===== src/hdl/frame_dl_pkg.sv =====
package frame_dl_pkg;

    // memory side, addresses count pixels and not bytes
    typedef logic [20:0] addr_t;
    typedef logic [15:0] pixel_t;

    // two pixels per word, lower address in [15:0]
    typedef logic [31:0] mem_word_t;

    // msb set only for markers
    typedef logic [16:0] queue_word_t;

    localparam queue_word_t QUEUE_FRAME_START = 17'h10000;
    localparam queue_word_t QUEUE_ROW_START   = 17'h10001;
    localparam queue_word_t QUEUE_FRAME_END   = 17'h1ffff;

    // index width for n entries, never below one bit
    function automatic int idx_width(input int n);
        return (n > 1) ? $clog2(n) : 1;
    endfunction

endpackage

===== src/hdl/burst_cache_if.sv =====
`timescale 1ns/1ps

interface burst_cache_if #(
    parameter int MEMORY_BURST = 32
);
    localparam int WORD_IDX_W = frame_dl_pkg::idx_width(MEMORY_BURST / 4);
    localparam int PIX_IDX_W  = frame_dl_pkg::idx_width(MEMORY_BURST / 2);

    // word side, filled by the burst reader
    logic                    wr_en;
    logic [WORD_IDX_W-1:0]   wr_idx;
    frame_dl_pkg::mem_word_t wr_word;

    // pixel side, drained by the sequencer
    logic                    rd_en;
    logic [PIX_IDX_W-1:0]    rd_idx;
    frame_dl_pkg::pixel_t    rd_pixel;   // one cycle after rd_en

    modport writer (output wr_en, wr_idx, wr_word);

    modport reader (output rd_en, rd_idx, input rd_pixel);

    modport store (
        input  wr_en, wr_idx, wr_word,
        input  rd_en, rd_idx,
        output rd_pixel
    );

endinterface


===== src/hdl/frame_downloader.sv =====
`timescale 1ns/1ps

module frame_downloader #(
    parameter int MEMORY_BURST     = 32,
    parameter int FRAME_WIDTH      = 480,
    parameter int FRAME_HEIGHT     = 272,
    parameter int ORIG_FRAME_WIDTH = 640
) (
    input  logic                      clk,
    input  logic                      reset_n,

    input  logic                      start_i,
    input  frame_dl_pkg::addr_t       base_addr_i,
    output logic                      download_done_o,

    output logic                      read_rq_o,
    output frame_dl_pkg::addr_t       read_addr_o,
    input  logic                      read_ack_i,
    output logic                      mem_rd_en_o,
    input  frame_dl_pkg::mem_word_t   read_data_i,
    input  logic                      rd_data_valid_i,

    output frame_dl_pkg::queue_word_t queue_data_o,
    output logic                      queue_wr_en_o,
    input  logic                      queue_full_i
);
    logic                burst_req;
    frame_dl_pkg::addr_t burst_addr;
    logic                burst_filled;

    burst_cache_if #(.MEMORY_BURST(MEMORY_BURST)) cache_bus ();

    burst_reader #(
        .MEMORY_BURST (MEMORY_BURST)
    ) u_burst_reader (
        .clk             (clk),
        .reset_n         (reset_n),
        .burst_req_i     (burst_req),
        .burst_addr_i    (burst_addr),
        .burst_filled_o  (burst_filled),
        .read_rq_o       (read_rq_o),
        .read_addr_o     (read_addr_o),
        .read_ack_i      (read_ack_i),
        .mem_rd_en_o     (mem_rd_en_o),
        .read_data_i     (read_data_i),
        .rd_data_valid_i (rd_data_valid_i),
        .cache_wr        (cache_bus.writer)
    );

    burst_cache #(
        .MEMORY_BURST (MEMORY_BURST)
    ) u_burst_cache (
        .clk     (clk),
        .reset_n (reset_n),
        .cache   (cache_bus.store)
    );

    frame_sequencer #(
        .MEMORY_BURST     (MEMORY_BURST),
        .FRAME_WIDTH      (FRAME_WIDTH),
        .FRAME_HEIGHT     (FRAME_HEIGHT),
        .ORIG_FRAME_WIDTH (ORIG_FRAME_WIDTH)
    ) u_frame_sequencer (
        .clk             (clk),
        .reset_n         (reset_n),
        .start_i         (start_i),
        .base_addr_i     (base_addr_i),
        .download_done_o (download_done_o),
        .queue_data_o    (queue_data_o),
        .queue_wr_en_o   (queue_wr_en_o),
        .queue_full_i    (queue_full_i),
        .burst_req_o     (burst_req),
        .burst_addr_o    (burst_addr),
        .burst_filled_i  (burst_filled),
        .cache_rd        (cache_bus.reader)
    );

endmodule


===== src/hdl/frame_sequencer.sv =====
`timescale 1ns/1ps

module frame_sequencer #(
    parameter int MEMORY_BURST     = 32,
    parameter int FRAME_WIDTH      = 480,
    parameter int FRAME_HEIGHT     = 272,
    parameter int ORIG_FRAME_WIDTH = 640
) (
    input  logic                      clk,
    input  logic                      reset_n,

    input  logic                      start_i,
    input  frame_dl_pkg::addr_t       base_addr_i,
    output logic                      download_done_o,

    output frame_dl_pkg::queue_word_t queue_data_o,
    output logic                      queue_wr_en_o,
    input  logic                      queue_full_i,

    output logic                      burst_req_o,
    output frame_dl_pkg::addr_t       burst_addr_o,
    input  logic                      burst_filled_i,

    burst_cache_if.reader             cache_rd
);
    localparam int PIXELS    = MEMORY_BURST / 2;
    localparam int PIX_IDX_W = frame_dl_pkg::idx_width(PIXELS);
    localparam int COL_W     = frame_dl_pkg::idx_width(FRAME_WIDTH);
    localparam int ROW_W     = frame_dl_pkg::idx_width(FRAME_HEIGHT);

    localparam frame_dl_pkg::addr_t ROW_SKIP =
        frame_dl_pkg::addr_t'(ORIG_FRAME_WIDTH - FRAME_WIDTH);

    typedef enum logic [3:0] {
        S_IDLE,
        S_FRAME_START,
        S_ROW_START,
        S_BURST_REQ,
        S_BURST_WAIT,
        S_PIX_READ,
        S_PIX_WRITE,
        S_FRAME_END,
        S_DONE
    } state_t;

    state_t                    state;
    frame_dl_pkg::addr_t       addr_q;
    frame_dl_pkg::addr_t       burst_step;
    frame_dl_pkg::addr_t       addr_step;
    logic [COL_W-1:0]          col_cnt;
    logic [ROW_W-1:0]          row_cnt;
    logic [PIX_IDX_W-1:0]      pix_idx;
    logic                      row_last;
    logic                      burst_last;
    logic                      frame_last;
    logic                      queue_issue;
    frame_dl_pkg::queue_word_t marker;

    assign row_last   = col_cnt == COL_W'(FRAME_WIDTH - 1);
    assign burst_last = pix_idx == PIX_IDX_W'(PIXELS - 1);
    assign frame_last = row_cnt == ROW_W'(FRAME_HEIGHT - 1);

    // pixels pushed from this burst, plus the pitch gap at row end
    assign burst_step = frame_dl_pkg::addr_t'(pix_idx) + frame_dl_pkg::addr_t'(1);
    assign addr_step  = row_last ? burst_step + ROW_SKIP : burst_step;

    // a write goes out only if full was low in the cycle before
    assign queue_issue = !queue_full_i &&
                         (state == S_FRAME_START || state == S_ROW_START ||
                          state == S_PIX_WRITE   || state == S_FRAME_END);

    always_comb begin
        case (state)
            S_FRAME_START: marker = frame_dl_pkg::QUEUE_FRAME_START;
            S_ROW_START:   marker = frame_dl_pkg::QUEUE_ROW_START;
            default:       marker = frame_dl_pkg::QUEUE_FRAME_END;
        endcase
    end

    assign burst_req_o  = state == S_BURST_REQ;
    assign burst_addr_o = addr_q;

    assign cache_rd.rd_en  = state == S_PIX_READ;
    assign cache_rd.rd_idx = pix_idx;

    always_ff @(posedge clk or negedge reset_n) begin
        if (!reset_n) begin
            state           <= S_IDLE;
            addr_q          <= '0;
            col_cnt         <= '0;
            row_cnt         <= '0;
            pix_idx         <= '0;
            queue_wr_en_o   <= 1'b0;
            download_done_o <= 1'b0;
        end else begin
            queue_wr_en_o   <= queue_issue;
            download_done_o <= 1'b0;

            case (state)
                S_IDLE: begin
                    if (start_i) begin
                        addr_q  <= base_addr_i;
                        row_cnt <= '0;
                        state   <= S_FRAME_START;
                    end
                end
                S_FRAME_START: if (queue_issue) state <= S_ROW_START;
                S_ROW_START: begin
                    if (queue_issue) begin
                        col_cnt <= '0;
                        state   <= S_BURST_REQ;
                    end
                end
                S_BURST_REQ: begin
                    pix_idx <= '0;
                    state   <= S_BURST_WAIT;
                end
                S_BURST_WAIT: if (burst_filled_i) state <= S_PIX_READ;
                S_PIX_READ:   state <= S_PIX_WRITE;   // cache output valid next cycle
                S_PIX_WRITE: begin
                    if (queue_issue) begin
                        if (row_last || burst_last)
                            addr_q <= addr_q + addr_step;

                        if (row_last) begin
                            row_cnt <= row_cnt + 1'b1;
                            state   <= frame_last ? S_FRAME_END : S_ROW_START;
                        end else if (burst_last) begin
                            col_cnt <= col_cnt + 1'b1;
                            state   <= S_BURST_REQ;
                        end else begin
                            col_cnt <= col_cnt + 1'b1;
                            pix_idx <= pix_idx + 1'b1;
                            state   <= S_PIX_READ;
                        end
                    end
                end
                S_FRAME_END: if (queue_issue) state <= S_DONE;
                S_DONE: begin
                    download_done_o <= 1'b1;   // one cycle behind the end marker
                    state           <= S_IDLE;
                end
                default: state <= S_IDLE;
            endcase
        end
    end

    always_ff @(posedge clk) begin
        if (queue_issue)
            queue_data_o <= (state == S_PIX_WRITE) ? {1'b0, cache_rd.rd_pixel} : marker;
    end

    a_no_write_after_full: assert property (
        @(posedge clk) disable iff (!reset_n)
        queue_wr_en_o |-> !$past(queue_full_i)
    );

endmodule


===== src/hdl/burst_cache.sv =====
`timescale 1ns/1ps

module burst_cache #(
    parameter int MEMORY_BURST = 32
) (
    input  logic         clk,
    input  logic         reset_n,
    burst_cache_if.store cache
);
    localparam int WORDS      = MEMORY_BURST / 4;
    localparam int PIXELS     = MEMORY_BURST / 2;
    localparam int WORD_IDX_W = frame_dl_pkg::idx_width(WORDS);

    frame_dl_pkg::mem_word_t mem [WORDS];
    frame_dl_pkg::mem_word_t rd_word;
    logic [WORD_IDX_W-1:0]   rd_word_idx;

    assign rd_word_idx = WORD_IDX_W'(cache.rd_idx >> 1);
    assign rd_word     = mem[rd_word_idx];

    always_ff @(posedge clk) begin
        if (cache.wr_en)
            mem[cache.wr_idx] <= cache.wr_word;

        // even pixel sits in the low half
        if (cache.rd_en)
            cache.rd_pixel <= cache.rd_idx[0] ? rd_word[31:16] : rd_word[15:0];
    end

    a_rd_idx_in_range: assert property (
        @(posedge clk) disable iff (!reset_n)
        cache.rd_en |-> int'(cache.rd_idx) < PIXELS
    );

endmodule


===== src/hdl/burst_reader.sv =====
`timescale 1ns/1ps

module burst_reader #(
    parameter int MEMORY_BURST = 32
) (
    input  logic                    clk,
    input  logic                    reset_n,

    input  logic                    burst_req_i,
    input  frame_dl_pkg::addr_t     burst_addr_i,
    output logic                    burst_filled_o,

    output logic                    read_rq_o,
    output frame_dl_pkg::addr_t     read_addr_o,
    input  logic                    read_ack_i,
    output logic                    mem_rd_en_o,
    input  frame_dl_pkg::mem_word_t read_data_i,
    input  logic                    rd_data_valid_i,

    burst_cache_if.writer           cache_wr
);
    localparam int WORDS      = MEMORY_BURST / 4;
    localparam int WORD_IDX_W = frame_dl_pkg::idx_width(WORDS);

    logic [WORD_IDX_W-1:0] word_cnt;
    logic                  acked;      // read enable already given for this burst
    logic                  last_word;

    assign last_word = word_cnt == WORD_IDX_W'(WORDS - 1);

    // words go straight into consecutive cache slots
    assign cache_wr.wr_en   = rd_data_valid_i & read_rq_o;
    assign cache_wr.wr_idx  = word_cnt;
    assign cache_wr.wr_word = read_data_i;

    always_ff @(posedge clk or negedge reset_n) begin
        if (!reset_n) begin
            read_rq_o      <= 1'b0;
            mem_rd_en_o    <= 1'b0;
            burst_filled_o <= 1'b0;
            acked          <= 1'b0;
            word_cnt       <= '0;
        end else begin
            mem_rd_en_o    <= 1'b0;
            burst_filled_o <= 1'b0;

            if (!read_rq_o) begin
                if (burst_req_i) begin
                    read_rq_o <= 1'b1;
                    acked     <= 1'b0;
                    word_cnt  <= '0;
                end
            end else begin
                if (read_ack_i && !acked) begin
                    acked       <= 1'b1;
                    mem_rd_en_o <= 1'b1;   // single pulse, cycle after ack
                end

                if (rd_data_valid_i) begin
                    if (last_word) begin
                        read_rq_o      <= 1'b0;
                        burst_filled_o <= 1'b1;
                    end else begin
                        word_cnt <= word_cnt + 1'b1;
                    end
                end
            end
        end
    end

    // address held stable for the whole request
    always_ff @(posedge clk) begin
        if (burst_req_i && !read_rq_o)
            read_addr_o <= burst_addr_i;
    end

    // memory may only stream words for a request it has acknowledged
    a_valid_in_burst: assert property (
        @(posedge clk) disable iff (!reset_n)
        rd_data_valid_i |-> read_rq_o && acked
    );

endmodule


===== config.mk =====
export PLATFORM = sky130hd
export DESIGN_NAME = frame_downloader
export DESIGN_NICKNAME = d
export VERILOG_FILES = /design/src/hdl/frame_dl_pkg.sv /design/src/hdl/burst_cache_if.sv /design/src/hdl/frame_downloader.sv /design/src/hdl/frame_sequencer.sv /design/src/hdl/burst_cache.sv /design/src/hdl/burst_reader.sv
export SDC_FILE = /design/constraint.sdc
export NUM_CORES = 1
export LEC_CHECK = 0
export ABC_AREA = 1
export CAP_MARGIN = 20
export CORE_MARGIN = 5
export CORE_UTILIZATION = 49
export CTS_BUF_LIST = sky130_fd_sc_hd__clkbuf_8 sky130_fd_sc_hd__clkbuf_16
export DETAILED_ROUTE_END_ITERATION = 10
export DONT_BUFFER_PORTS = 1
export GPL_TIMING_DRIVEN = 0
export PLACE_DENSITY = 0.66
export SLEW_MARGIN = 30
export SYNTH_ARGS = -nofsm -noshare
export SYNTH_HDL_FRONTEND = slang
export SYNTH_SLANG_ARGS = --single-unit

===== constraint.sdc =====
create_clock -name clk -period 2.4 [get_ports clk]
set_input_delay 0.24 -clock clk [delete_from_list [all_inputs] [get_ports clk]]
set_output_delay 0.24 -clock clk [all_outputs]
set_load 0.005 [all_outputs]

# Word level (Yosys, flattened, before mapping)
# Memories as Yosys holds them, arrays and structs flattened.
# Index checks and enable logic that the tools add are counted.
[totals] memories=1 inputBits=59 wordCells=121 regBits=110 output_inout_bits=42 mem_bits_rw=256
[op_classes] n_bitwise=1 add_sub_neg=7 n_mux=49 n_reduce_logical=22 eq_ne=25
[mem_list] name="u_burst_cache.mem" depth=8 width=32 read_ports=1 rd_clocked_by_memory_dff=0 wr=1 line="burst_cache.sv:14" source="frame_dl_pkg::mem_word_t mem [WORDS];"
[ops] operator="2-to-1 mux 21 bit" count=4
[ops] operator="2-to-1 mux 9 bit" count=6
[ops] operator="one-hot mux 21 bit (2 select lines)" count=1
[ops] operator="2-to-1 mux 4 bit" count=10
[ops] operator="one-hot mux 9 bit (2 select lines)" count=2
[ops] operator="2-to-1 mux 16 bit" count=2
[ops] operator="one-hot mux 16 bit (2 select lines)" count=1
[ops] operator="one-hot mux 4 bit (8 select lines)" count=1
[ops] operator="adder 21 bit" count=1
[ops] operator="adder 21 x 8 -> 21 bit, second input constant" count=1
[ops] operator="adder 9 x 1 -> 9 bit, second input constant" count=2
[ops] operator="equality test 9 bit, second input constant" count=2
[ops] operator="2-to-1 mux 3 bit" count=6
[ops] operator="equality test 4 x 3 -> 1 bit, second input constant" count=4
[ops] operator="!= test 2 bit, second input constant" count=8
[ops] operator="AND reduction 4 bit" count=4
[ops] operator="2-to-1 mux 1 bit" count=15
[ops] operator="!= test 2 x 1 -> 1 bit, second input constant" count=5
[ops] operator="equality test 4 x 2 -> 1 bit, second input constant" count=2
[ops] operator="equality test 4 bit, second input constant" count=2
[ops] operator="one-hot mux 4 bit (2 select lines)" count=1
[ops] operator="nonzero test 2 bit" count=4
[ops] operator="AND reduction 6 bit" count=1
[ops] operator="adder 4 x 1 -> 5 bit, second input constant" count=1
[ops] operator="other kinds (11)" count=18

# Depth between registers and ports, before layout
# Gate-level depths: netlist (run 1).
[logic_depth] depth_word=7 ltp_mapped=20 mapped_depth_nobuf=18

# Modules after synthesis
# From an unflattened synthesis (run 1), not the netlist that was laid out.
[unflattened] cells_unflattened=1686 hier_area_um2=16688.5
[modules_own_cells] module="burst_cache" seq_area_each_um2=8167.8 instances=1 cells_each=1064 area_per_inst_um2=11487.3
[modules_own_cells] module="frame_sequencer" seq_area_each_um2=1736.7 instances=1 cells_each=535 area_per_inst_um2=4017.6
[modules_own_cells] module="burst_reader" seq_area_each_um2=805.8 instances=1 cells_each=87 area_per_inst_um2=1183.6

# Worst setup path after synthesis (run 1)
# OpenSTA, ideal clock, no wires.
[synth_path] path_type="flip-flop to flip-flop" start="reg u_frame_sequencer.pix_idx[0] (netlist: u_frame_sequencer.cache_rd.rd_idx[0])" end="reg u_frame_sequencer.addr_q[16] (netlist: u_frame_sequencer.burst_addr_o[16])" period_less_slack_ns=2.669 arrival_time_ns=2.543 path_buffers=2 setup_ns=0.126 path_slack_ns=-0.269 t_required_ns=2.274 stages_incl_launch_ff=18 path_cell_list="dfrtp_1 clkbuf_1 clkinv_1 clkbuf_1 ha_1 inv_1 fa_1 nand3b_1 nand2_1 nand2_1 nand3_1 nand2_1 o21ai_4 nand3_1 nand2_1 nand3_1 nand2_1 o21ai_0"
[synth_via] elab_chain_len=7 elab_cells_between_ends=11 cone_classes="add/sub: 3; eq/ne: 2; mux: 4; reduce/logical: 2"
[synth_rtl] item="start: declaration" line="frame_sequencer.sv:52" source="logic [PIX_IDX_W-1:0] pix_idx;"
[synth_rtl] item="start signal: assignment" line="frame_sequencer.sv:133" source="pix_idx <= pix_idx + 1'b1;"
[synth_rtl] item="adder 4 x 1 -> 5 bit" line="frame_sequencer.sv:64" source="assign burst_step = frame_dl_pkg::addr_t'(pix_idx) + frame_dl_pkg::addr_t'(1);"
[synth_rtl] item="adder 21 x 8 -> 21 bit" line="frame_sequencer.sv:65" source="assign addr_step = row_last ? burst_step + ROW_SKIP : burst_step;"
[synth_rtl] item="2-to-1 mux 21 bit" line="frame_sequencer.sv:65"
[synth_rtl] item="adder 21 bit" line="frame_sequencer.sv:123" source="addr_q <= addr_q + addr_step;"
[synth_rtl] item="2-to-1 mux 21 bit" line="frame_sequencer.sv:122" source="if (row_last || burst_last)"
[synth_rtl] item="2-to-1 mux 21 bit" line="frame_sequencer.sv:121" source="if (queue_issue) begin"
[synth_rtl] item="one-hot mux 21 bit (2 select lines)" line="frame_sequencer.sv:99" source="case (state)"
[synth_rtl] item="end signal: assignment" line="frame_sequencer.sv:102" source="addr_q <= base_addr_i;"
[synth_rtl] item="end signal: assignment" line="frame_sequencer.sv:123"
[synth_rtl] item="end: declaration" line="frame_sequencer.sv:47" source="frame_dl_pkg::addr_t addr_q;"
# Parallel ways exist; a longest one is shown, timed or not. The select of a mux whose other input is x is not followed.
# A chain may end at the register's enable or synchronous reset.

# Worst setup path after layout (run 1)
[layout_path] start="reg u_frame_sequencer.pix_idx[2] (netlist: u_frame_sequencer.cache_rd.rd_idx[2])" end="reg u_frame_sequencer.addr_q[18] (netlist: u_frame_sequencer.burst_addr_o[18])"
# The elaborated chain is that of the path after synthesis.

==> results of run 1 <==
==> cells by family after synthesis <==
group | Yosys count | share of synthesized area
buf+inv | 141 | 0.03582
compound gates | 317 | 0.1143
fa+ha+maj | 11 | 0.009445
flops | 366 | 0.6970
simple gates | 495 | 0.1395
xor+xnor | 7 | 0.003990
==> worst max-delay path by stage <==
| stage | startpoint | to |
|---|---|---|
| 4_1_cts | u_frame_sequencer.cache_rd.rd_idx[2] | u_frame_sequencer.burst_addr_o[16] |
| 3_3_place_gp | u_burst_reader.read_rq_o | u_burst_cache.mem[3][23] |
| 6_report | u_frame_sequencer.cache_rd.rd_idx[2] | u_frame_sequencer.burst_addr_o[18] |
| 5_1_grt | u_frame_sequencer.cache_rd.rd_idx[2] | u_frame_sequencer.burst_addr_o[18] |
| 3_5_place_dp | u_frame_sequencer.cache_rd.rd_idx[2] | u_frame_sequencer.burst_addr_o[16] |
| 2_1_floorplan | u_burst_reader.read_rq_o | u_burst_cache.mem[1][0] |
==> flip-flops by register name, summed over array words and instances, names as in the netlist, 3 cells and up <==
name	flops
u_frame_sequencer.queue_data_o	17
u_frame_sequencer.cache_rd.rd_idx	4
u_burst_reader.read_addr_o	21
u_burst_reader.cache_wr.wr_idx	3
u_burst_cache.mem	256
u_frame_sequencer.row_cnt	9
u_frame_sequencer.col_cnt	9
u_burst_cache.cache.rd_pixel	16
u_frame_sequencer.state	4
u_frame_sequencer.burst_addr_o	21
==> per-layer routing <==
| layer | wire [um] | track usage | vias up | part of all wire |
|---|---|---|---|---|
| met5 | 11 | 0 | - | 0.00027 |
| met4 | 1139 | 0.06741 | 2 | 0.028 |
| met3 | 3462 | 0.04573 | 83 | 0.084 |
| met2 | 19750 | 0.3779 | 543 | 0.48 |
| met1 | 16850 | 0.3138 | 5331 | 0.41 |
| li1 | - | - | 5045 | - |
==> where the power goes <==
group | switching (mW) | internal [mW] | total (mW) | leakage, nW
Combinational | 3.23 | 1.65 | 4.89 | 2.68
Sequential | 0.601 | 8.29 | 8.89 | 3.51
Clock | 2.46 | 3.30 | 5.77 | 0.636
==> cell type report <==
cell class | count | area, um^2 | area share
diodes | 1 | 2.502 | 0.0001351
plain buffers | 61 | 369.1 | 0.01992
clock buffers | 39 | 975.9 | 0.05267
clock inverters | 31 | 242.7 | 0.01310
inverters | 77 | 301.5 | 0.01627
multi-input cells | 831 | 4372 | 0.2359
flip-flops and latches | 366 | 10710 | 0.5782
well taps | 396 | 495.5 | 0.02674
repair buffers | 88 | 1056 | 0.05699
==> metrics by stage <==
step / setup slack (ns) / power [mW]
2_1_floorplan: -0.07682 / 11.60
3_3_place_gp: -1.629 / 12.91
3_5_place_dp: -0.6954 / 13.30
4_1_cts: -0.06534 / 19.42
5_1_grt: -0.2594 / 20.54
6_report: -0.1300 / 19.54
==> critical path: cells and delay by family, from the launching register on <==
family                     cells  cell delay (ns)
xor gates and xnor gates       1             0.17
AOI/OAI and AO/OA              1             0.26
adders and majority gates      1             0.30
DFF                            1             0.46
buffers and inverters          3             0.33
and+or+nand+nor               11             0.87
==> cells in the final DEF, fill, tap and decap left out, types with 4 or more instances in the layout <==
cell type	synthesis	layout
sky130_fd_sc_hd__a21oi_1	36	32
sky130_fd_sc_hd__nand2_1	176	169
sky130_fd_sc_hd__inv_2	4	7
sky130_fd_sc_hd__nor2_4	1	10
sky130_fd_sc_hd__dfrtp_1	56	53
sky130_fd_sc_hd__ha_4	0	4
sky130_fd_sc_hd__nand3_1	45	40
sky130_fd_sc_hd__nor2_1	210	200
sky130_fd_sc_hd__clkbuf_16	0	41
sky130_fd_sc_hd__nor3_1	16	16
sky130_fd_sc_hd__inv_1	72	75
sky130_fd_sc_hd__nand3_2	6	10
sky130_fd_sc_hd__clkbuf_2	0	13
sky130_fd_sc_hd__dlygate4sd3_1	0	54
sky130_fd_sc_hd__clkinv_1	1	5
sky130_fd_sc_hd__clkbuf_1	49	27
sky130_fd_sc_hd__a31oi_1	4	4
sky130_fd_sc_hd__a22oi_1	10	6
sky130_fd_sc_hd__a21oi_2	1	5
sky130_fd_sc_hd__o21ai_1	5	9
sky130_fd_sc_hd__buf_16	0	13
sky130_fd_sc_hd__ha_1	10	5
sky130_fd_sc_hd__nor2_2	7	9
sky130_fd_sc_hd__edfxtp_1	310	310
sky130_fd_sc_hd__nand2_2	5	11
sky130_fd_sc_hd__a22oi_2	0	4
sky130_fd_sc_hd__nand4_1	12	12
sky130_fd_sc_hd__o21ai_0	173	169
sky130_fd_sc_hd__clkinv_2	0	13
sky130_fd_sc_hd__buf_2	11	9
sky130_fd_sc_hd__buf_4	0	22
sky130_fd_sc_hd__o22ai_1	78	77
sky130_fd_sc_hd__nand2_4	5	6
==> repair_timing <==
item | 4_1_cts | 5_1_grt
setup buffers | 17 | 4
gates cloned | 0 | 1
pin swaps | 11 | 15
hold endpoints to repair | 335 | 0
gates resized for setup | 45 | 38
endpoints found under the setup margin | 29 | 36
hold buffers | 55 | 0
==> impl_table.tex, run 1 <==
\begin{tabular}{lr}
\hline
Metric & Value \\
\hline
\multicolumn{2}{l}{\textbf{Synth}} \\
\quad Sequential share of the synthesized area & 0.6970 \\
\quad \#FFs+latches synth & 366 \\
\quad Most frequent cell after synthesis & sky130\_fd\_sc\_hd\_\_edfxtp\_1 \\
\quad Cell area after technology mapping & 15370 um\^{}2 \\
\quad Ys flop type & sky130\_fd\_sc\_hd\_\_edfxtp\_1 \\
\quad Cell types with the highest counts after synthesis & sky130\_fd\_sc\_hd\_\_edfxtp\_1, sky130\_fd\_sc\_hd\_\_nor2\_1, sky130\_fd\_sc\_hd\_\_nand2\_1 \\
\quad Share of synthesized registers carrying an async set or reset & 0.1530 \\
\quad Nets in the synthesized netlist & 1407 \\
\quad Unique cell type count in the Yosys netlist & 48 \\
\quad Mean Syn Cell Area & 11.49 um\^{}2 \\
\quad Top area cells in the synthesized netlist & sky130\_fd\_sc\_hd\_\_edfxtp\_1, sky130\_fd\_sc\_hd\_\_dfrtp\_1, sky130\_fd\_sc\_hd\_\_o21ai\_0 \\
\quad Synth area leader & sky130\_fd\_sc\_hd\_\_edfxtp\_1 \\
\quad Area share of the largest cell type after synthesis & 0.6058 \\
\quad Count of flip-flops with a built-in enable after synthesis & 310 \\
\quad Synth Instances & 1337 \\
\quad Synth Warn \# & 0 \\
\multicolumn{2}{l}{\textbf{Routing}} \\
\quad Starting DRT DRC Count & 1182 \\
\quad Via count of the routed design & 11000 \\
\quad Count of nets left with antenna violations after detail routing & 0 \\
\quad Pre-antenna DRT Iters & 5 \\
\quad Via-per-instance ratio & 5.822 \\
\quad Final wirelength & 41220 um \\
\quad Residual DRC count & 0 \\
\quad Avg WL per Cell & 21.81 um \\
\multicolumn{2}{l}{\textbf{Critical path}} \\
\quad Maximum net fanout on the critical path & 7 \\
\quad Data required time at the worst endpoint & 2.82 ns \\
\quad CP Class & reg -> reg \\
\quad Worst stage delay on the critical path & 0.46 ns \\
\quad Most frequent cell on the critical path & sky130\_fd\_sc\_hd\_\_nand2\_1 \\
\quad R2r startpoint & u\_frame\_sequencer.cache\_rd.rd\_idx[2] \\
\quad Setup slack of the worst register-to-register path & -0.13 ns \\
\quad Critical path cell sequence & buf\_8 -> buf\_12 -> nand3\_4 -> xor2\_4 -> inv\_2 -> ha\_4 -> nand3b\_1 -> nand2\_2 -> nand2\_2 -> nand3\_2 -> nand2\_4 -> o21ai\_4 -> nand4\_1 -> nand2\_1 -> nand2\_1 -> nand2\_1 -> nand2\_1 \\
\quad Nature of the critical path startpoint & register \\
\quad Worst-path cell with the longest stage delay & sky130\_fd\_sc\_hd\_\_dfrtp\_2 \\
\quad Worst-case reg-to-reg path depth & 17 \\
\quad Category of the worst setup path capture point & register \\
\quad Arrival time of data at the critical path endpoint & 2.95 ns \\
\quad Terminus of the critical flop-to-flop path & u\_frame\_sequencer.burst\_addr\_o[18] \\
\multicolumn{2}{l}{\textbf{Power}} \\
\quad Highest ir drop seen on vdd & 0.7735 mV \\
\quad Power per cell area & 1055 nW/um\^{}2 \\
\quad Leakage power & 6.834 nW \\
\multicolumn{2}{l}{\textbf{Clocking}} \\
\quad Max Root-Sink Buffers & 3 \\
\quad CTS tree & done \\
\quad Clock buffers created by TritonCTS & 39 \\
\quad Clock insertion delay at the later pin of the skew report & 0.55 ns \\
\quad Root Buffer Master & sky130\_fd\_sc\_hd\_\_clkbuf\_16 \\
\quad Deepest level of the CTS H-tree & 2 \\
\quad \# clock sinks & 366 \\
\quad Clock-pin slew on the worst setup and hold paths & 0.06 ns \\
\multicolumn{2}{l}{\textbf{Placed design}} \\
\quad Dpl hpwl & 27150 um \\
\quad Global placement routability congestion & 0.9430 \\
\quad I/O Buffers & 0 \\
\quad Total cell area at the placement stage & 16300 um\^{}2 \\
\quad Cell total after placement & 1745 \\
\multicolumn{2}{l}{\textbf{Cells and area}} \\
\quad Fill cell instance count of the final layout & 2429 \\
\quad Summed area of non-filler cells in the final layout & 18530 um\^{}2 \\
\quad Fraction of layout cells with a size suffix above 1 & 0.1413 \\
\quad Net count reported at finish & 1534 \\
\quad Area grow syn2layout & 20.57\% \\
\quad Fin util & 0.6026 \\
\quad Final Non-Filler Cells & 1890 \\
\multicolumn{2}{l}{\textbf{STA}} \\
\quad Final hold slack & 0.02117 ns \\
\quad Setup repair after global routing missed its margin & yes \\
\quad Portion of the clock cycle consumed by the worst path in the final layout & 1.054 \\
\quad Clock Skews & 0.01999 ns \\
\quad Number of pins exceeding their max-slew limit in the final report & 0 \\
\quad Clock period minus final worst setup slack & 2.530 ns \\
\quad Relative max-transition margin & 0.4124 \\
\quad Slew at the pin closest to its max-slew limit & 0.8804 ns \\
\quad Post-route setup slack & -0.1300 ns \\
\quad Final Hold Violating Endpoints & 0 \\
\quad Final Setup Violations & 8 \\
\quad Maximum operating frequency & 395.3 MHz \\
\quad Setup TNS & -0.5672 ns \\
\multicolumn{2}{l}{\textbf{Hold path}} \\
\quad Worst min-delay path category & in -> reg \\
\quad Worst Hold Launch & base\_addr\_i[15] \\
\quad Hold-critical path endpoint & u\_frame\_sequencer.burst\_addr\_o[15] \\
\quad WHS Path Cells & 4 \\
\multicolumn{2}{l}{\textbf{Die}} \\
\quad Die height & 187.1 um \\
\quad Die Span X & 187.1 um \\
\quad I/O pin count & 101 \\
\quad Area of the placeable core & 30750 um\^{}2 \\
\quad Num rows & 64 \\
\quad Die Outline Area & 35000 um\^{}2 \\
\quad Initial core utilization & 0.4998 \\
\multicolumn{2}{l}{\textbf{Global routing}} \\
\quad Number of antenna violations at the first check in global routing & 2 \\
\quad Total Routing Usage GR & 0.2299 \\
\quad First-pass GRT wire length & 63040 um \\
\quad Pin count of the biggest net entering global routing & 57 \\
\quad Number of global-route vias before repair & 10720 \\
\quad Grt total ovfl & 0 \\
\multicolumn{2}{l}{\textbf{Run}} \\
\quad Max Cap Violations & 0 \\
\multicolumn{2}{l}{\textbf{Status}} \\
\quad Failing checks & negative setup slack \\
\quad Outcome & finished with violations \\
\hline
\end{tabular}
(Power assumes the default switching activity.)
==> inputs of run 2 (changes only) <==
Settings changed: PLACE_DENSITY 0.66 to unset.
Clock period 2.4 ns to 2.6 ns, I/O delays scaled along.
==> run 2 against run 1 <==
The flow now finishes without violations. Global-route usage rose by 0.33 points. Sequential share of layout area rose by 0.092 points. First-iteration DRC count up 1.5%. Clock skew decreased by 0.0021 ns. Core utilization decreased by 0.11 points. Total power decreased by 8.7%. Worst setup slack better by 0.19 ns. Clock-buffer cell count rose by 1. Wire length is 1.7% higher. Cell area fell by 0.18%. Largest cell class unchanged.
==> impl_table.tex, run 2 (synthesis gave the netlist of run 1 again) <==
\begin{tabular}{lr}
\hline
Metric & Value \\
\hline
\multicolumn{2}{l}{\textbf{Clocking}} \\
\quad Clock buffers created by TritonCTS & 39 \\
\quad Deepest level of the CTS H-tree & 2 \\
\quad Clock-pin slew on the worst setup and hold paths & 0.06 ns \\
\quad Clock insertion delay at the later pin of the skew report & 0.54 ns \\
\quad Max Root-Sink Buffers & 3 \\
\quad \# clock sinks & 366 \\
\quad Root Buffer Master & sky130\_fd\_sc\_hd\_\_clkbuf\_16 \\
\quad CTS tree & done \\
\multicolumn{2}{l}{\textbf{Critical path}} \\
\quad CP Class & reg -> reg \\
\quad Maximum net fanout on the critical path & 7 \\
\quad Critical path cell sequence & buf\_8 -> clkinv\_8 -> clkbuf\_16 -> ha\_4 -> inv\_2 -> fa\_2 -> nand3b\_1 -> nand2\_2 -> nand2\_2 -> nand3\_2 -> nand2\_2 -> o21ai\_4 -> nand4\_1 -> nand2\_1 -> nand2\_1 -> nand2\_1 -> nand2\_1 \\
\quad Worst-case reg-to-reg path depth & 17 \\
\quad Arrival time of data at the critical path endpoint & 2.97 ns \\
\quad Most frequent cell on the critical path & sky130\_fd\_sc\_hd\_\_nand2\_1 \\
\quad Data required time at the worst endpoint & 3.02 ns \\
\quad Category of the worst setup path capture point & register \\
\quad Buffers and inverters on the worst path & 4 \\
\quad Critical path depth in cells & 17 \\
\quad Setup slack of the worst register-to-register path & 0.06 ns \\
\quad R2r startpoint & u\_frame\_sequencer.cache\_rd.rd\_idx[0] \\
\quad Worst-path cell with the longest stage delay & sky130\_fd\_sc\_hd\_\_dfrtp\_1 \\
\quad Nature of the critical path startpoint & register \\
\quad Worst stage delay on the critical path & 0.42 ns \\
\quad Gate family responsible for the most delay along the worst path & simple AND/OR/NAND/NOR gates \\
\quad Terminus of the critical flop-to-flop path & u\_frame\_sequencer.burst\_addr\_o[18] \\
\multicolumn{2}{l}{\textbf{Hold path}} \\
\quad Worst Hold Launch & base\_addr\_i[14] \\
\quad Hold-critical path endpoint & u\_frame\_sequencer.burst\_addr\_o[14] \\
\quad Worst min-delay path category & in -> reg \\
\quad WHS Path Cells & 4 \\
\multicolumn{2}{l}{\textbf{STA}} \\
\quad Final hold slack & 0.006538 ns \\
\quad Clock period minus final worst setup slack & 2.545 ns \\
\quad Clock Skews & 0.01792 ns \\
\quad Slew at the pin closest to its max-slew limit & 0.9486 ns \\
\quad Number of pins exceeding their max-slew limit in the final report & 0 \\
\quad Relative max-transition margin & 0.3661 \\
\quad Final Setup Violations & 0 \\
\quad Final Hold Violating Endpoints & 0 \\
\quad Setup TNS & 0 ns \\
\quad Post-route setup slack & 0.05506 ns \\
\quad Setup repair after global routing missed its margin & yes \\
\quad Maximum operating frequency & 392.9 MHz \\
\quad Portion of the clock cycle consumed by the worst path in the final layout & 0.9788 \\
\multicolumn{2}{l}{\textbf{Run}} \\
\quad Max Cap Violations & 0 \\
\multicolumn{2}{l}{\textbf{Power}} \\
\quad Highest ir drop seen on vdd & 0.5586 mV \\
\quad Power per cell area & 964.9 nW/um\^{}2 \\
\quad Leakage power & 6.803 nW \\
\multicolumn{2}{l}{\textbf{Placed design}} \\
\quad I/O Buffers & 0 \\
\quad Worst setup slack before clock tree synthesis & -0.9503 ns \\
\quad Cell total after placement & 1748 \\
\quad Global placement routability congestion & 0.8886 \\
\quad Dpl hpwl & 27910 um \\
\multicolumn{2}{l}{\textbf{Die}} \\
\quad Die Span X & 187.1 um \\
\quad Num rows & 64 \\
\quad Die Outline Area & 35000 um\^{}2 \\
\quad Die height & 187.1 um \\
\quad Area of the placeable core & 30750 um\^{}2 \\
\quad I/O pin count & 101 \\
\quad Initial core utilization & 0.4998 \\
\multicolumn{2}{l}{\textbf{Cells and area}} \\
\quad Fraction of layout cells with a size suffix above 1 & 0.1281 \\
\quad Commonest non-fill, non-tap cells in the layout & sky130\_fd\_sc\_hd\_\_edfxtp\_1, sky130\_fd\_sc\_hd\_\_nor2\_1, sky130\_fd\_sc\_hd\_\_o21ai\_0, sky130\_fd\_sc\_hd\_\_nand2\_1, sky130\_fd\_sc\_hd\_\_inv\_1 \\
\quad Number of flip-flops under the largest register name & 256 \\
\quad Final Non-Filler Cells & 1895 \\
\quad Net count reported at finish & 1540 \\
\quad Most flops, register & u\_burst\_cache.mem \\
\quad Area grow syn2layout & 20.35\% \\
\quad Number of antenna diodes & 0 \\
\quad Most common cell after layout, fill and taps aside & sky130\_fd\_sc\_hd\_\_edfxtp\_1 \\
\multicolumn{2}{l}{\textbf{Routing}} \\
\quad Via count of the routed design & 11000 \\
\quad Met1 routed wirelength after detailed routing & 17470 um \\
\quad Count of nets left with antenna violations after detail routing & 0 \\
\quad Starting DRT DRC Count & 1200 \\
\quad Residual DRC count & 0 \\
\quad Final wirelength & 41900 um \\
\quad DR top layer & met5 \\
\quad Met3 WL post-DR & 3242 um \\
\quad Met2 wire length & 19780 um \\
\quad Pre-antenna DRT Iters & 5 \\
\quad Avg WL per Cell & 22.11 um \\
\quad Via-per-instance ratio & 5.803 \\
\multicolumn{2}{l}{\textbf{Global routing}} \\
\quad Number of global-route vias before repair & 10820 \\
\quad Total Routing Usage GR & 0.2332 \\
\quad First-pass GRT wire length & 63510 um \\
\quad Pin count of the biggest net entering global routing & 57 \\
\quad Number of antenna violations at the first check in global routing & 1 \\
\quad Grt total ovfl & 0 \\
\multicolumn{2}{l}{\textbf{Status}} \\
\quad Outcome & finished, final reports clean \\
\hline
\end{tabular}
run 2: changes by cell type in the layout (fill, tap and decap cells not counted), sizes merged, moves of 2 or more:
cell      delta
buf          +7
bufinv       -2
inv          +4
clkinv       -5
clkinvlp     +2
run 2: worst max path at each step:
| stage | to | slack (ns) | startpoint |
|---|---|---|---|
| detailed placement | u_frame_sequencer.burst_addr_o[14] | -0.95 | u_frame_sequencer.cache_rd.rd_idx[2] |
| CTS | u_frame_sequencer.burst_addr_o[11] | 0.01 | u_frame_sequencer.cache_rd.rd_idx[2] |
| finish | u_frame_sequencer.burst_addr_o[18] | 0.06 | u_frame_sequencer.cache_rd.rd_idx[0] |
| floorplan | u_frame_sequencer.burst_addr_o[16] | 0.02 | u_frame_sequencer.cache_rd.rd_idx[0] |
| global placement | u_burst_cache.mem[3][23] | -1.54 | u_burst_reader.read_rq_o |
| global route | u_frame_sequencer.burst_addr_o[16] | -0.08 | u_frame_sequencer.cache_rd.rd_idx[2] |
run 2: final cells by class:
type / instances / area (um^2)
buffer: 63 / 344.1
clock buffer: 40 / 1001
clock inverter: 30 / 173.9
fill: 2491 / 12250
inverter: 77 / 301.5
multi-input combinational: 830 / 4318
sequential: 366 / 10710
tap: 396 / 495.5
timing repair buffer: 93 / 1150
run 2: through the flow:
stage | total power [mW] | cell area (um^2) | utilization
floorplan | 10.67 | 15370 | -
global placement | 11.94 | 15860 | 0.5159
detailed placement | 12.33 | 16340 | 0.5314
CTS | 17.73 | 18260 | 0.5939
global route | 18.70 | 18500 | 0.6015
finish | 17.85 | 18500 | 0.6015
run 2: metal layers:
metal  vias up  track usage
met4         2      0.07907
met2       515       0.3870
met3       108      0.03863
li1       5038            -
met1      5334       0.3156
met5         -            0
run 2: report_power, final:
part	switching, mW	internal (mW)
Combinational	2.99	1.54
Clock	2.23	2.89
Sequential	0.551	7.65
run 2: what timing repair did:
item | in CTS | in global routing
endpoints found under the setup margin | 23 | 19
pin swaps | 2 | 12
resized for setup | 35 | 39
setup buffers | 5 | 18
hold buffers | 55 | 0
cloned | 0 | 0
endpoints found under the hold margin | 335 | 0
run 2: worst min-delay path: stages:
cell and delay [ns]:
sky130_fd_sc_hd__nor2_1 0.02, sky130_fd_sc_hd__nor2_1 0.09, sky130_fd_sc_hd__nand2_1 0.05, sky130_fd_sc_hd__o21ai_0 0.07
==> inputs of run 3 (changes only) <==
Settings changed: ABC_AREA 1 to unset, SYNTH_HIERARCHICAL set to 1.
Clock period 2.6 ns to 3 ns, I/O delays scaled along.
==> run 3 against run 2 <==
Die area shrank 0.57%. Maximum frequency fell by 9.6%. Clock power down 13%. Final cell count down 23%. Critical path depth shrank 8. Critical path type unchanged. Largest power group unchanged.
==> impl_table.tex, run 3 <==
\begin{tabular}{lr}
\hline
Metric & Value \\
\hline
\multicolumn{2}{l}{\textbf{Synth}} \\
\quad Synth area leader & sky130\_fd\_sc\_hd\_\_edfxtp\_1 \\
\quad Mean Syn Cell Area & 16.57 um\^{}2 \\
\quad Share of synthesized registers carrying an async set or reset & 0.1530 \\
\quad Area share of the largest cell type after synthesis & 0.6094 \\
\quad Cell area after technology mapping & 15270 um\^{}2 \\
\quad \#FFs+latches synth & 366 \\
\quad Top area cells in the synthesized netlist & sky130\_fd\_sc\_hd\_\_edfxtp\_1, sky130\_fd\_sc\_hd\_\_dfrtp\_1, sky130\_fd\_sc\_hd\_\_mux4\_2 \\
\quad Sequential share of the synthesized area & 0.7012 \\
\quad Synth Instances & 922 \\
\quad Unique cell type count in the Yosys netlist & 85 \\
\quad Nets in the synthesized netlist & 992 \\
\quad Synth Warn \# & 6 \\
\quad Count of flip-flops with a built-in enable after synthesis & 310 \\
\quad Cell types with the highest counts after synthesis & sky130\_fd\_sc\_hd\_\_edfxtp\_1, sky130\_fd\_sc\_hd\_\_nand2\_1, sky130\_fd\_sc\_hd\_\_dfrtp\_1 \\
\quad Ys flop type & sky130\_fd\_sc\_hd\_\_edfxtp\_1 \\
\quad Most frequent cell after synthesis & sky130\_fd\_sc\_hd\_\_edfxtp\_1 \\
\multicolumn{2}{l}{\textbf{Global routing}} \\
\quad Total Routing Usage GR & 0.1869 \\
\quad Number of global-route vias before repair & 8588 \\
\quad Number of antenna violations at the first check in global routing & 2 \\
\quad First-pass GRT wire length & 51200 um \\
\quad Pin count of the biggest net entering global routing & 57 \\
\quad Grt total ovfl & 0 \\
\multicolumn{2}{l}{\textbf{STA}} \\
\quad Relative max-transition margin & 0.4556 \\
\quad Slew at the pin closest to its max-slew limit & 0.8166 ns \\
\quad Setup TNS & 0 ns \\
\quad Maximum operating frequency & 355.2 MHz \\
\quad Portion of the clock cycle consumed by the worst path in the final layout & 0.9384 \\
\quad Number of pins exceeding their max-slew limit in the final report & 0 \\
\quad Clock Skews & 0.01691 ns \\
\quad Final Hold Violating Endpoints & 0 \\
\quad Clock period minus final worst setup slack & 2.815 ns \\
\quad Setup repair after global routing missed its margin & no \\
\quad Final Setup Violations & 0 \\
\multicolumn{2}{l}{\textbf{Cells and area}} \\
\quad Number of flip-flops under the largest register name & 256 \\
\quad Commonest non-fill, non-tap cells in the layout & sky130\_fd\_sc\_hd\_\_edfxtp\_1, sky130\_fd\_sc\_hd\_\_nand2\_1, sky130\_fd\_sc\_hd\_\_dfrtp\_1, sky130\_fd\_sc\_hd\_\_mux4\_2 \\
\quad Most flops, register & u\_burst\_cache/mem \\
\quad Summed area of non-filler cells in the final layout & 17880 um\^{}2 \\
\quad Most common cell after layout, fill and taps aside & sky130\_fd\_sc\_hd\_\_edfxtp\_1 \\
\quad Net count reported at finish & 1095 \\
\quad Area grow syn2layout & 17.07\% \\
\quad Fraction of layout cells with a size suffix above 1 & 0.2093 \\
\multicolumn{2}{l}{\textbf{Critical path}} \\
\quad Arrival time of data at the critical path endpoint & 3.22 ns \\
\quad CP Class & reg -> reg \\
\quad Data required time at the worst endpoint & 3.40 ns \\
\quad Nature of the critical path startpoint & register \\
\quad Maximum net fanout on the critical path & 8 \\
\quad Category of the worst setup path capture point & register \\
\multicolumn{2}{l}{\textbf{Routing}} \\
\quad Via-per-instance ratio & 5.813 \\
\quad Via count of the routed design & 8447 \\
\quad Final wirelength & 32600 um \\
\quad Starting DRT DRC Count & 648 \\
\quad Pre-antenna DRT Iters & 5 \\
\quad Avg WL per Cell & 22.44 um \\
\quad Residual DRC count & 0 \\
\quad Count of nets left with antenna violations after detail routing & 0 \\
\multicolumn{2}{l}{\textbf{Die}} \\
\quad Die height & 186.6 um \\
\quad Num rows & 64 \\
\quad Initial core utilization & 0.4980 \\
\quad I/O pin count & 101 \\
\quad Die Span X & 186.6 um \\
\quad Area of the placeable core & 30670 um\^{}2 \\
\quad Die Outline Area & 34800 um\^{}2 \\
\multicolumn{2}{l}{\textbf{Clocking}} \\
\quad Clock buffers created by TritonCTS & 40 \\
\quad Post-CTS Repair Setup Buffers & 0 \\
\quad Clock-pin slew on the worst setup and hold paths & 0.06 ns \\
\quad Max Root-Sink Buffers & 3 \\
\quad Clock insertion delay at the later pin of the skew report & 0.53 ns \\
\quad Deepest level of the CTS H-tree & 2 \\
\quad CTS tree & done \\
\quad Root Buffer Master & sky130\_fd\_sc\_hd\_\_clkbuf\_16 \\
\quad \# clock sinks & 366 \\
\multicolumn{2}{l}{\textbf{Status}} \\
\quad Outcome & finished, final reports clean \\
\multicolumn{2}{l}{\textbf{Placed design}} \\
\quad Dpl hpwl & 21670 um \\
\quad Global placement routability congestion & 0.7923 \\
\quad I/O Buffers & 0 \\
\quad Total cell area at the placement stage & 16250 um\^{}2 \\
\multicolumn{2}{l}{\textbf{Power}} \\
\quad Net switching fraction of the power & 0.2872 \\
\quad Clock share of power & 0.310 \\
\quad Sequential power share & 0.483 \\
\quad Power per cell area & 801.6 nW/um\^{}2 \\
\quad Highest ir drop seen on vdd & 0.5926 mV \\
\quad Overall power of the completed layout & 14.33 mW \\
\quad Internal power component & 10.22 mW \\
\quad Leakage power & 6.100 nW \\
\quad Part of the total power dissipated in combinational logic & 0.207 \\
\quad Switching power total & 4.117 mW \\
\multicolumn{2}{l}{\textbf{Hold path}} \\
\quad Worst min-delay path category & in -> reg \\
\multicolumn{2}{l}{\textbf{Run}} \\
\quad Max Cap Violations & 0 \\
\hline
\end{tabular}
-- run 3: changes by cell type after synthesis, moves of 14 or more --
cell / previous run / this run
sky130_fd_sc_hd__o21ai_0: 173 / 36
sky130_fd_sc_hd__nor2_1: 210 / 42
sky130_fd_sc_hd__nand2_1: 176 / 80
sky130_fd_sc_hd__a22oi_1: 10 / 33
sky130_fd_sc_hd__clkbuf_1: 49 / 18
sky130_fd_sc_hd__buf_4: 0 / 38
sky130_fd_sc_hd__inv_1: 72 / 15
sky130_fd_sc_hd__a21oi_1: 36 / 22
sky130_fd_sc_hd__o22ai_1: 78 / 3
sky130_fd_sc_hd__mux4_2: 0 / 54
sky130_fd_sc_hd__nand3_1: 45 / 16
-- run 3: path summary, 6_finish.rpt --
check,slack (ns),cells after the start,startpoint,endpoint
worst min register to register,0.48,0,u_frame_sequencer/burst_addr_o[6],u_burst_reader/read_addr_o[6]
worst max register to register,0.18,9,u_frame_sequencer/cache_rd.rd_idx[0],u_frame_sequencer/burst_addr_o[10]
max in group asynchronous,2.44,2,reset_n,u_frame_sequencer/burst_addr_o[20]
min in group asynchronous,0.28,2,reset_n,u_burst_reader/acked
worst max-delay path,0.18,9,u_frame_sequencer/cache_rd.rd_idx[0],u_frame_sequencer/burst_addr_o[10]
worst min-delay path,0.02,1,read_data_i[18],u_burst_cache/mem[2][18]
-- run 3: area by class of cell --
cell class,count,area (um^2)
Fill cell,2317,12790
Sequential cell,366,10710
Multi-Input combinational cell,464,4096
Clock buffer,40,1001
Timing Repair Buffer,61,819.5
Buffer,76,499.2
Tap cell,396,495.5
Clock inverter,33,195.2
Inverter,16,62.56
Antenna cell,1,2.502
-- run 3: worst max-delay path, cell delays in order, from the launching register on --
cell and delay (ns):
sky130_fd_sc_hd__dfrtp_1 0.46, sky130_fd_sc_hd__ha_1 0.30, sky130_fd_sc_hd__xor2_1 0.17, sky130_fd_sc_hd__ha_1 0.32, sky130_fd_sc_hd__nor2b_1 0.17, sky130_fd_sc_hd__o31a_2 0.34
sky130_fd_sc_hd__o211ai_4 0.28, sky130_fd_sc_hd__a21oi_2 0.15, sky130_fd_sc_hd__and3_1 0.19, sky130_fd_sc_hd__a311o_1 0.31
-- run 3: repair_timing --
item	CTS	global route
hold buffers	40	1
endpoints found under the setup margin	0	12
hold endpoints to repair	250	3
resized for setup	0	2
-- run 3: power groups by stage --
stage | Clock [mW] | Combinational [mW] | Sequential, mW
after floorplan | 0 | 1.91 | 6.91
after global placement | 0 | 2.59 | 7.04
after detailed placement | 0 | 2.90 | 7.04
after CTS | 4.53 | 2.98 | 6.94
after global routing | 4.78 | 3.25 | 7.01
final | 4.44 | 2.96 | 6.93
-- run 3: cell families after synthesis --
kind of cell	synth area share
AND/OR/NAND/NOR	0.07429
buffers and inverters	0.03678
multiplexers	0.09821
flip-flops	0.7012
adder cells (fa/ha/maj)	0.01024
XOR/XNOR	0.004587
AO/OA/AOI/OAI	0.07471
-- run 3: through the flow --
| step | cells | hold slack, ns | utilization | setup WS [ns] |
|---|---|---|---|---|
| finish | 1453 | 0.01898 | 0.5831 | 0.1848 |
| CTS | 1451 | 0.0002822 | 0.5824 | 0.03168 |
| global route | 1453 | 0.001751 | 0.5831 | 0.005596 |
| global placement | 1318 | 0.006155 | 0.5145 | -1.254 |
| floorplan | 922 | 0.004409 | - | 0.3040 |
| detailed placement | 1338 | 0.005815 | 0.5298 | 0.04369 |
-- run 3: routing by layer --
layer / share of wire / track usage / up-vias
met5: 0.00021 / 0 / -
met4: 0.014 / 0.04008 / 2
met3: 0.051 / 0.03064 / 39
met2: 0.48 / 0.2968 / 223
met1: 0.45 / 0.2771 / 4352
li1: - / - / 3831
